===== src/hdl/comp_pkg.sv =====
package comp_pkg;

    // word streamed to the compressors
    typedef struct packed {
        logic        wren;
        logic        sop;
        logic        eop;
        logic [63:0] data;
    } comp_word_t;

    // 128-byte block as 64-bit words
    localparam int unsigned WORDS_PER_BLK = 16;

    // result buffer holds 64 bytes, eight 64-bit entries
    localparam int unsigned BUF_ADDR_W    = 3;

endpackage


===== src/hdl/ahb_pkg.sv =====
package ahb_pkg;

    // ------------------------------------------------------------
    // transfer encodings
    // ------------------------------------------------------------
    typedef enum logic [1:0] {
        HTRANS_IDLE   = 2'b00,
        HTRANS_NONSEQ = 2'b10,
        HTRANS_SEQ    = 2'b11
    } htrans_e;

    // ------------------------------------------------------------
    // burst geometry
    // ------------------------------------------------------------
    // every transfer is a 4-byte INCR16 beat
    localparam int unsigned BURST_BEATS  = 16;
    localparam int unsigned BEAT_BYTES   = 4;

    // source block is read as two bursts, result written as one
    localparam int unsigned BLK_RD_BYTES = 128;
    localparam int unsigned BLK_WR_BYTES = 64;

    // master-side request
    typedef struct packed {
        logic        hbusreq;
        logic [31:0] haddr;
        htrans_e     htrans;
        logic        hwrite;
        logic [31:0] hwdata;
    } ahb_req_t;

    // master-side response
    typedef struct packed {
        logic        hgrant;
        logic        hready;
        logic [31:0] hrdata;
    } ahb_rsp_t;

endpackage

===== src/hdl/comp_engine_top.sv =====
module comp_engine_top
    import ahb_pkg::*;
    import comp_pkg::*;
#(
    parameter int NUM_COMP  = 3,
    parameter int BLK_CNT_W = 25
) (
    input  logic                      clk,
    input  logic                      rst_n,

    input  logic                      start_i,
    output logic                      done_o,
    input  logic [31:0]               src_addr_i,
    input  logic [31:0]               dst_addr_i,
    input  logic [BLK_CNT_W-1:0]      len_i,

    output ahb_req_t                  ahb_o,
    input  ahb_rsp_t                  ahb_i,

    output comp_word_t                comp_o,
    input  logic [NUM_COMP-1:0]       comp_done_i,
    input  logic [NUM_COMP-1:0]       comp_fail_i,
    output logic [BUF_ADDR_W-1:0]     buf_addr_o,
    input  logic [NUM_COMP-1:0][63:0] comp_rdata_i
);

    localparam int BEAT_W = $clog2(BURST_BEATS);

    // sequencer to burst master
    logic              burst_go;
    logic [31:0]       burst_addr;
    logic              burst_write;
    logic              burst_second;
    logic              burst_done;

    // read beats, write beats
    logic              rd_beat;
    logic [BEAT_W:0]   rd_idx;
    logic [BEAT_W-1:0] wr_idx;
    logic [31:0]       wr_data;

    logic              sel_capture;
    logic              comp_all_done;

    assign comp_all_done = &comp_done_i;

    block_sequencer #(
        .BLK_CNT_W (BLK_CNT_W)
    ) u_seq (
        .clk             (clk),
        .rst_n           (rst_n),
        .start_i         (start_i),
        .len_i           (len_i),
        .src_addr_i      (src_addr_i),
        .dst_addr_i      (dst_addr_i),
        .burst_done_i    (burst_done),
        .comp_all_done_i (comp_all_done),
        .done_o          (done_o),
        .burst_go_o      (burst_go),
        .burst_addr_o    (burst_addr),
        .burst_write_o   (burst_write),
        .second_o        (burst_second),
        .sel_capture_o   (sel_capture)
    );

    ahb_burst_master u_mst (
        .clk       (clk),
        .rst_n     (rst_n),
        .go_i      (burst_go),
        .addr_i    (burst_addr),
        .write_i   (burst_write),
        .second_i  (burst_second),
        .wdata_i   (wr_data),
        .ahb_i     (ahb_i),
        .ahb_o     (ahb_o),
        .done_o    (burst_done),
        .rd_beat_o (rd_beat),
        .rd_idx_o  (rd_idx),
        .wr_idx_o  (wr_idx)
    );

    beat_packer u_pack (
        .clk     (clk),
        .rst_n   (rst_n),
        .beat_i  (rd_beat),
        .idx_i   (rd_idx),
        .rdata_i (ahb_i.hrdata),
        .word_o  (comp_o)
    );

    result_select #(
        .NUM_COMP (NUM_COMP)
    ) u_sel (
        .clk        (clk),
        .rst_n      (rst_n),
        .capture_i  (sel_capture),
        .fail_i     (comp_fail_i),
        .rdata_i    (comp_rdata_i),
        .wr_idx_i   (wr_idx),
        .buf_addr_o (buf_addr_o),
        .wdata_o    (wr_data)
    );

endmodule


===== src/hdl/result_select.sv =====
module result_select
    import comp_pkg::*;
#(
    parameter int NUM_COMP = 3
) (
    input  logic                           clk,
    input  logic                           rst_n,
    input  logic                           capture_i,
    input  logic [NUM_COMP-1:0]            fail_i,
    input  logic [NUM_COMP-1:0][63:0]      rdata_i,
    input  logic [BUF_ADDR_W:0]            wr_idx_i,
    output logic [BUF_ADDR_W-1:0]          buf_addr_o,
    output logic [31:0]                    wdata_o
);

    localparam int OWN_W = (NUM_COMP > 1) ? $clog2(NUM_COMP) : 1;

    logic [OWN_W-1:0] pick;
    logic [OWN_W-1:0] owner_q;
    logic [63:0]      owner_word;

    // lowest passing compressor wins, 0 when every one failed
    always_comb begin
        pick = '0;
        for (int i = NUM_COMP - 1; i >= 0; i--) begin
            if (!fail_i[i]) begin
                pick = OWN_W'(i);
            end
        end
    end

    always_ff @(posedge clk) begin
        if (!rst_n) begin
            owner_q <= '0;
        end else if (capture_i) begin
            owner_q <= pick;
        end
    end

    // ------------------------------------------------------------
    // buffer read, two beats per entry
    // ------------------------------------------------------------
    assign owner_word = rdata_i[owner_q];
    assign buf_addr_o = wr_idx_i[BUF_ADDR_W:1];
    assign wdata_o    = wr_idx_i[0] ? owner_word[31:0] : owner_word[63:32];

    a_owner_range: assert property (@(posedge clk) disable iff (!rst_n)
        owner_q < NUM_COMP);

endmodule


===== src/hdl/beat_packer.sv =====
module beat_packer
    import ahb_pkg::*;
    import comp_pkg::*;
(
    input  logic                         clk,
    input  logic                         rst_n,
    input  logic                         beat_i,
    input  logic [$clog2(BURST_BEATS):0] idx_i,
    input  logic [31:0]                  rdata_i,
    output comp_word_t                   word_o
);

    localparam int IDX_W = $clog2(BURST_BEATS) + 1;
    localparam logic [IDX_W-2:0] LAST_WORD = (IDX_W-1)'(WORDS_PER_BLK - 1);

    logic        odd_beat;
    logic        wren_q;
    logic        sop_q;
    logic        eop_q;
    logic [63:0] data_q;

    assign odd_beat = beat_i && idx_i[0];

    // an odd beat completes a word
    always_ff @(posedge clk) begin
        if (!rst_n) begin
            wren_q <= 1'b0;
            sop_q  <= 1'b0;
            eop_q  <= 1'b0;
        end else begin
            wren_q <= odd_beat;
            sop_q  <= odd_beat && (idx_i[IDX_W-1:1] == '0);
            eop_q  <= odd_beat && (idx_i[IDX_W-1:1] == LAST_WORD);
        end
    end

    // even beat to the upper half, odd beat to the lower
    always_ff @(posedge clk) begin
        if (beat_i) begin
            if (idx_i[0]) begin
                data_q[31:0] <= rdata_i;
            end else begin
                data_q[63:32] <= rdata_i;
            end
        end
    end

    assign word_o = '{
        wren: wren_q,
        sop:  sop_q,
        eop:  eop_q,
        data: data_q
    };

endmodule


===== src/hdl/ahb_burst_master.sv =====
module ahb_burst_master
    import ahb_pkg::*;
(
    input  logic                           clk,
    input  logic                           rst_n,
    input  logic                           go_i,
    input  logic [31:0]                    addr_i,
    input  logic                           write_i,
    input  logic                           second_i,
    input  logic [31:0]                    wdata_i,
    input  ahb_rsp_t                       ahb_i,
    output ahb_req_t                       ahb_o,
    output logic                           done_o,
    output logic                           rd_beat_o,
    output logic [$clog2(BURST_BEATS):0]   rd_idx_o,
    output logic [$clog2(BURST_BEATS)-1:0] wr_idx_o
);

    localparam int BEAT_W = $clog2(BURST_BEATS);
    localparam logic [BEAT_W-1:0] LAST_BEAT = BEAT_W'(BURST_BEATS - 1);

    // ------------------------------------------------------------
    // address phase: | 0 | 1 | 2 | ... |14 |15 |
    // data phase   :     | 0 | 1 | ... |13 |14 |15 |
    // state        : ADDR1 |    MID            |LAST
    // ------------------------------------------------------------
    typedef enum logic [2:0] {
        ST_IDLE,
        ST_REQ,
        ST_ADDR1,
        ST_MID,
        ST_LAST
    } state_e;

    state_e            state_q;
    state_e            state_d;
    logic              busreq_q;
    logic              busreq_d;
    logic [31:0]       haddr_q;
    logic [31:0]       haddr_d;
    htrans_e           htrans_q;
    htrans_e           htrans_d;
    logic              hwrite_q;
    logic              hwrite_d;
    logic [31:0]       hwdata_q;
    logic [31:0]       hwdata_d;
    // accepted address phases and data phases
    logic [BEAT_W-1:0] addr_cnt_q;
    logic [BEAT_W-1:0] addr_cnt_d;
    logic [BEAT_W-1:0] data_cnt_q;
    logic [BEAT_W-1:0] data_cnt_d;
    logic              second_q;
    logic              second_d;

    always_comb begin
        state_d    = state_q;
        busreq_d   = busreq_q;
        haddr_d    = haddr_q;
        htrans_d   = htrans_q;
        hwrite_d   = hwrite_q;
        hwdata_d   = hwdata_q;
        addr_cnt_d = addr_cnt_q;
        data_cnt_d = data_cnt_q;
        second_d   = second_q;
        case (state_q)
            ST_IDLE: begin
                if (go_i) begin
                    busreq_d = 1'b1;
                    haddr_d  = addr_i;
                    hwrite_d = write_i;
                    second_d = second_i;
                    state_d  = ST_REQ;
                end
            end
            ST_REQ: begin
                // hold the request until granted
                if (ahb_i.hgrant) begin
                    htrans_d   = HTRANS_NONSEQ;
                    addr_cnt_d = '0;
                    state_d    = ST_ADDR1;
                end
            end
            ST_ADDR1: begin
                if (ahb_i.hready) begin
                    haddr_d    = haddr_q + BEAT_BYTES;
                    htrans_d   = HTRANS_SEQ;
                    addr_cnt_d = addr_cnt_q + 1'b1;
                    data_cnt_d = '0;
                    if (hwrite_q) begin
                        hwdata_d = wdata_i;
                    end
                    state_d    = ST_MID;
                end
            end
            ST_MID: begin
                if (ahb_i.hready) begin
                    data_cnt_d = data_cnt_q + 1'b1;
                    if (hwrite_q) begin
                        hwdata_d = wdata_i;
                    end
                    // release the bus two beats ahead of the end
                    if (addr_cnt_q == LAST_BEAT - 1'b1) begin
                        busreq_d = 1'b0;
                    end
                    if (addr_cnt_q == LAST_BEAT) begin
                        htrans_d = HTRANS_IDLE;
                        state_d  = ST_LAST;
                    end else begin
                        haddr_d    = haddr_q + BEAT_BYTES;
                        addr_cnt_d = addr_cnt_q + 1'b1;
                    end
                end
            end
            default: begin
                if (ahb_i.hready) begin
                    state_d = ST_IDLE;
                end
            end
        endcase
    end

    always_ff @(posedge clk) begin
        if (!rst_n) begin
            state_q    <= ST_IDLE;
            busreq_q   <= 1'b0;
            haddr_q    <= '0;
            htrans_q   <= HTRANS_IDLE;
            hwrite_q   <= 1'b0;
            addr_cnt_q <= '0;
            data_cnt_q <= '0;
            second_q   <= 1'b0;
        end else begin
            state_q    <= state_d;
            busreq_q   <= busreq_d;
            haddr_q    <= haddr_d;
            htrans_q   <= htrans_d;
            hwrite_q   <= hwrite_d;
            addr_cnt_q <= addr_cnt_d;
            data_cnt_q <= data_cnt_d;
            second_q   <= second_d;
        end
    end

    always_ff @(posedge clk) begin
        hwdata_q <= hwdata_d;
    end

    // ------------------------------------------------------------
    // outputs
    // ------------------------------------------------------------
    assign ahb_o = '{
        hbusreq: busreq_q,
        haddr:   haddr_q,
        htrans:  htrans_q,
        hwrite:  hwrite_q,
        hwdata:  hwdata_q
    };

    assign done_o    = (state_q == ST_LAST) && ahb_i.hready;
    assign rd_beat_o = !hwrite_q && ahb_i.hready
                       && (state_q == ST_MID || state_q == ST_LAST);
    // second burst continues the index from 16
    assign rd_idx_o  = {second_q, data_cnt_q};
    assign wr_idx_o  = addr_cnt_q;

    a_addr_hold: assert property (@(posedge clk) disable iff (!rst_n)
        !$stable(ahb_o.haddr) |-> $past(ahb_i.hready || go_i));

    a_no_idle_seq: assert property (@(posedge clk) disable iff (!rst_n)
        (ahb_o.htrans == HTRANS_IDLE) |=> (ahb_o.htrans != HTRANS_SEQ));

endmodule


===== src/hdl/block_sequencer.sv =====
module block_sequencer
    import ahb_pkg::*;
#(
    parameter int BLK_CNT_W = 25
) (
    input  logic                 clk,
    input  logic                 rst_n,
    input  logic                 start_i,
    input  logic [BLK_CNT_W-1:0] len_i,
    input  logic [31:0]          src_addr_i,
    input  logic [31:0]          dst_addr_i,
    input  logic                 burst_done_i,
    input  logic                 comp_all_done_i,
    output logic                 done_o,
    output logic                 burst_go_o,
    output logic [31:0]          burst_addr_o,
    output logic                 burst_write_o,
    output logic                 second_o,
    output logic                 sel_capture_o
);

    // offset of the second read burst inside a block
    localparam logic [31:0] HALF_OFS = 32'(BURST_BEATS * BEAT_BYTES);

    typedef enum logic [2:0] {
        PH_IDLE,
        PH_RD1,
        PH_RD2,
        PH_COMP,
        PH_WR
    } phase_e;

    phase_e               phase_q;
    phase_e               phase_d;
    logic [BLK_CNT_W-1:0] blk_q;
    logic [BLK_CNT_W-1:0] blk_d;
    logic [BLK_CNT_W-1:0] blk_inc;
    logic                 go_d;
    logic                 write_d;
    logic [31:0]          addr_d;
    logic [31:0]          rd_base;
    logic [31:0]          next_base;
    logic [31:0]          wr_base;

    assign blk_inc   = blk_q + 1'b1;
    assign rd_base   = src_addr_i + 32'(blk_q) * BLK_RD_BYTES;
    assign next_base = src_addr_i + 32'(blk_inc) * BLK_RD_BYTES;
    assign wr_base   = dst_addr_i + 32'(blk_q) * BLK_WR_BYTES;

    // ------------------------------------------------------------
    // phase control
    // ------------------------------------------------------------
    always_comb begin
        phase_d = phase_q;
        blk_d   = blk_q;
        go_d    = 1'b0;
        write_d = burst_write_o;
        addr_d  = burst_addr_o;
        case (phase_q)
            PH_IDLE: begin
                // zero length is ignored
                if (start_i && len_i != '0) begin
                    blk_d   = '0;
                    go_d    = 1'b1;
                    write_d = 1'b0;
                    addr_d  = src_addr_i;
                    phase_d = PH_RD1;
                end
            end
            PH_RD1: begin
                if (burst_done_i) begin
                    go_d    = 1'b1;
                    addr_d  = rd_base + HALF_OFS;
                    phase_d = PH_RD2;
                end
            end
            PH_RD2: begin
                if (burst_done_i) begin
                    phase_d = PH_COMP;
                end
            end
            PH_COMP: begin
                if (comp_all_done_i) begin
                    go_d    = 1'b1;
                    write_d = 1'b1;
                    addr_d  = wr_base;
                    phase_d = PH_WR;
                end
            end
            default: begin
                if (burst_done_i) begin
                    if (blk_inc == len_i) begin
                        phase_d = PH_IDLE;
                    end else begin
                        // straight on to the next block
                        blk_d   = blk_inc;
                        go_d    = 1'b1;
                        write_d = 1'b0;
                        addr_d  = next_base;
                        phase_d = PH_RD1;
                    end
                end
            end
        endcase
    end

    always_ff @(posedge clk) begin
        if (!rst_n) begin
            phase_q       <= PH_IDLE;
            blk_q         <= '0;
            burst_go_o    <= 1'b0;
            burst_write_o <= 1'b0;
        end else begin
            phase_q       <= phase_d;
            blk_q         <= blk_d;
            burst_go_o    <= go_d;
            burst_write_o <= write_d;
        end
    end

    always_ff @(posedge clk) begin
        burst_addr_o <= addr_d;
    end

    // start is masked so a status poll never sees a stale done
    assign done_o        = (phase_q == PH_IDLE) && !start_i;
    assign second_o      = (phase_q == PH_RD2);
    assign sel_capture_o = (phase_q == PH_COMP) && comp_all_done_i;

    // no new burst until the master reports the current one finished
    a_no_go_in_burst: assert property (@(posedge clk) disable iff (!rst_n)
        burst_go_o |=> (!burst_go_o until_with burst_done_i));

endmodule


===== config.mk =====
export PLATFORM = sky130hd
export DESIGN_NAME = comp_engine_top
export DESIGN_NICKNAME = d
export VERILOG_FILES = /design/src/hdl/comp_pkg.sv /design/src/hdl/ahb_pkg.sv /design/src/hdl/comp_engine_top.sv /design/src/hdl/result_select.sv /design/src/hdl/beat_packer.sv /design/src/hdl/ahb_burst_master.sv /design/src/hdl/block_sequencer.sv
export SDC_FILE = /design/constraint.sdc
export NUM_CORES = 1
export LEC_CHECK = 0
export ABC_AREA = 1
export BUFFER_PORTS_ARGS = -buffer_cell sky130_fd_sc_hd__buf_2
export CORE_MARGIN = 2
export CORE_UTILIZATION = 25
export DETAILED_ROUTE_END_ITERATION = 8
export SLEW_MARGIN = 20
export SYNTH_ARGS = -nofsm -noshare
export SYNTH_HDL_FRONTEND = slang
export SYNTH_SLANG_ARGS = --single-unit

===== constraint.sdc =====
create_clock -name clk -period 8.6 [get_ports clk]
set_input_delay 0.43 -clock clk [delete_from_list [all_inputs] [get_ports clk]]
set_output_delay 0.43 -clock clk [all_outputs]
set_load 0.02 [all_outputs]

==> metrics.yaml <==
sta:
  skew_ps: 15.5
  setup_viol: 0
  relSlewSlack_pct: 19.2
  worst_pin_slew_ps: 1200
  slew_viol_final: 0
  period_needed_ps: 4000
  setup_tns_ps: 0
  fmax_mhz: 250
  finalCritPeriodShare_pct: 46.5
  hold_viol: 0
  rsz0062_at_grt: "no"
critical_path:
  worstSetupPathType: "reg2reg"
  cp.arrival_ps: 4430
  end_kind: "flip-flop"
  startpoint_type: "flip-flop"
  crit_buf_inv: 5
  crit_family: "buffers and inverters"
  critPathMaxFanout: 46
  r2r-end: "u_mst.haddr_q[22]$_SDFFE_PN0P_"
  cpMostUsedCell: "inv_1"
  slowest_delay_ps: 750
  crit_path_top_delay_cell: "inv_1"
  worst-r2r-setup-slack_ps: 4600
  reg2reg_depth: 12
  crit_chain: "inv_1, nor3_1, inv_1, nand2_2, inv_1, nor2_1, nor2_1, buf_4, inv_1, nor2_1, o21ai_0, a21oi_1"
  r2r_start: "u_mst.state_q[1]$_SDFFE_PN0P_"
  required_ps: 9030
place:
  dp_cells: 3486
  place_area_sq_mm: 0.0188
  port-buffer-count: 462
  dp_hpwl_um: 58200
  place_congestion: 1.00
floorplan:
  fp-row-count: 91
  start_util_pct: 25.3
  die_w_um: 255
  die_h_um: 255
  dieArea_sq_mm: 0.0648
  core_sq_mm: 0.0619
  ios: 463
power:
  pwr-share-seq_pct: 27.0
  clock_power_share_pct: 20.1
  comb_power_share_pct: 53.0
  p_leak_nw: 9.12
  p_sw_mw: 2.92
  power_switching_share_pct: 48.0
  p_int_mw: 3.16
  powerDensity_mw_per_mm2: 306
  ir_drop_v: 0.000209
cells_and_area:
  area_growth_pct: 26.6
  nets: 3093
  instances_no_fill: 3550
  fin_area_sq_mm: 0.0199
  layout-drive-gt1-share_pct: 21.2
  fillCellCount: 6806
route:
  wl_um: 71600
  wl_per_cell_um: 20.2
  drtIter0Drc: 1245
  drc_errors: 0
  antenna_left: 0
  via_per_inst: 4.89
  vias: 17373
  dr.pass1.iters: 5
min_path:
  hp-start: "ahb_i[8]"
  hp-class: "in2reg"
  holdPathStages: 1
  min_to: "u_pack.data_q[40]$_DFFE_PP_"
clock_network:
  cts_tree: "done"
  cts_root_buf: "clkbuf_16"
  cts.sinks: 211
  postCtsSetupRepairBufs: 0
  clockBufferDepth: 3
  htreeDepth: 1
  insertion_delay_ps: 580
  numCtsBuffers: 27
  clk_pin_slew_worst_paths_ps: 60
global_route:
  antenna_found_initial: 14
  grt_overflow: 0
  grt_first_pass_wirelength_um: 102000
  grt_pass1_vias: 16737
  grt_max_degree: 67
  grt_usage_pct: 21.1
synth:
  async_flop_share_pct: 0
  avgSynthCellArea_sq_um: 6.97
  seq_area_frac_synth_pct: 35.1
  synth_fp_nets: 2661
  netlist_instances: 2254
  yosys_warnings: 0
  syn_area_sq_mm: 0.0157
  synth_cell_type_count: 49
  synth_flop_cell: "edfxtp_1"
  synth-seq-cells: 211
  synth_edf_count: 128
flow_run:
  cap_violations: 0
outcome:
  status: "completed"
cells by family after synthesis:
group                      count (synthesis)  share of synthesized area [%]
and+or+nand+nor                         1110                           30.2
AOI/OAI and AO/OA                        505                           17.7
buffers and inverters                    300                           7.55
DFF                                      211                           35.1
adders and majority gates                 83                           6.76
xor gates and xnor gates                  45                           2.77
worst register-to-register path: cells and delay by family, from the launching register on:
kind | cells | cell delay [ps]
buffers and inverters | 5 | 1850
and+or+nand+nor | 5 | 1400
AOI/OAI and AO/OA | 2 | 210
DFF | 1 | 400
worst max path at each step:
| stage | end | cells after the start | startpoint | slack (ps) |
|---|---|---|---|---|
| floorplan | u_mst.hwdata_q[0]$_DFFE_PP_ | 8 | u_mst.state_q[1]$_SDFFE_PN0P_ | 5430 |
| global placement | u_mst.hwdata_q[2]$_DFFE_PP_ | 8 | u_mst.state_q[1]$_SDFFE_PN0P_ | 4720 |
| detailed placement | u_mst.haddr_q[22]$_SDFFE_PN0P_ | 12 | u_mst.state_q[1]$_SDFFE_PN0P_ | 4590 |
| CTS | u_mst.haddr_q[22]$_SDFFE_PN0P_ | 12 | u_mst.state_q[1]$_SDFFE_PN0P_ | 4610 |
| global route | u_mst.haddr_q[22]$_SDFFE_PN0P_ | 12 | u_mst.state_q[1]$_SDFFE_PN0P_ | 4090 |
| finish | u_mst.haddr_q[22]$_SDFFE_PN0P_ | 12 | u_mst.state_q[1]$_SDFFE_PN0P_ | 4600 |
area by class of cell:
class	instances	area [sq um]	area share (%)
Multi-Input combinational cell	1743	9030	45.5
Sequential cell	211	5510	27.7
Timing Repair Buffer	486	2510	12.6
Tap cell	837	1050	5.27
Inverter	217	815	4.10
Clock buffer	32	704	3.55
Clock inverter	17	234	1.18
Antenna cell	7	17.5	0.0882
Yosys cell counts (10+ instances only):
master / count / area share, %
edfxtp_1: 128 / 24
buf_4: 10 / 0.48
nor3_1: 30 / 0.96
nand4_1: 64 / 2.6
or2_2: 23 / 0.92
dfxtp_1: 83 / 11
clkbuf_1: 61 / 1.5
o22ai_1: 33 / 1.3
clkinv_1: 19 / 0.45
o21ai_0: 243 / 7.7
a21o_1: 11 / 0.53
inv_1: 192 / 4.6
nand3_1: 120 / 3.8
ha_1: 80 / 6.4
xor2_1: 35 / 2.0
a21oi_1: 145 / 4.6
nor2_1: 290 / 6.9
a31oi_1: 17 / 0.68
nand2_1: 541 / 13
nor4_1: 13 / 0.52
power by group through the flow:
stage	clock network (mW)	logic [mW]	registers (mW)
global placement	0	3.17	1.65
floorplan	0	2.17	1.63
finish	1.22	3.22	1.64
detailed placement	0	3.17	1.66
CTS	1.25	3.19	1.64
global route	1.29	3.61	1.67
sequential cells by signal, indices dropped and copies added, names as in the netlist:
register and cells:
u_mst.busreq_q 1, u_mst.data_cnt_q 4, u_mst.haddr_q 32, u_mst.htrans_q 2, u_mst.hwdata_q 32, u_mst.hwrite_q 1
u_mst.second_q 1, u_mst.state_q 3, u_mst.wr_idx_o 4, u_pack.data_q 64, u_pack.eop_q 1, u_pack.sop_q 1
u_pack.wren_q 1, u_sel.owner_q 2, u_seq.blk_q 25, u_seq.burst_addr_o 32, u_seq.burst_go_o 1, u_seq.burst_write_o 1
u_seq.phase_q 3
per-layer routing:
layer  vias to the layer above  part of all wire [%]  global-route usage (%)
li1                       8563                     -                       -
met1                      7985                    39                    24.7
met2                       691                    49                    37.5
met3                       130                   7.6                    3.60
met4                         4                   4.8                    9.91
met5                         -                 0.032                       0
through the flow:
stage               util (%)  setup WS, ps  total power, mW  hold slack, ps
CTS                     32.0          4610             6.08           0.743
global placement        30.4          4720             4.82             434
finish                  32.1          4600             6.09            46.7
detailed placement      30.4          4590             4.83             440
global route            32.1          4090             6.56            13.3
floorplan                  -          5430             3.80             432
placed cells by master, fill, tap and decap left out, drive strengths merged, types with 31 or more instances in the layout:
cell	n
a21oi	145
buf	478
clkbuf	32
dfxtp	83
edfxtp	128
ha	80
inv	200
nand2	548
nand3	123
nand4	64
nor2	295
nor3	31
o21ai	248
o22ai	33
xor2	35
timing repair:
| action | 4_1_cts | 5_1_grt |
|---|---|---|
| gates resized for setup | 0 | 0 |
| hold buffers | 8 | 0 |
| hold endpoints to repair | 14 | 0 |
Note: power is estimated with default switching activity, not from simulation.
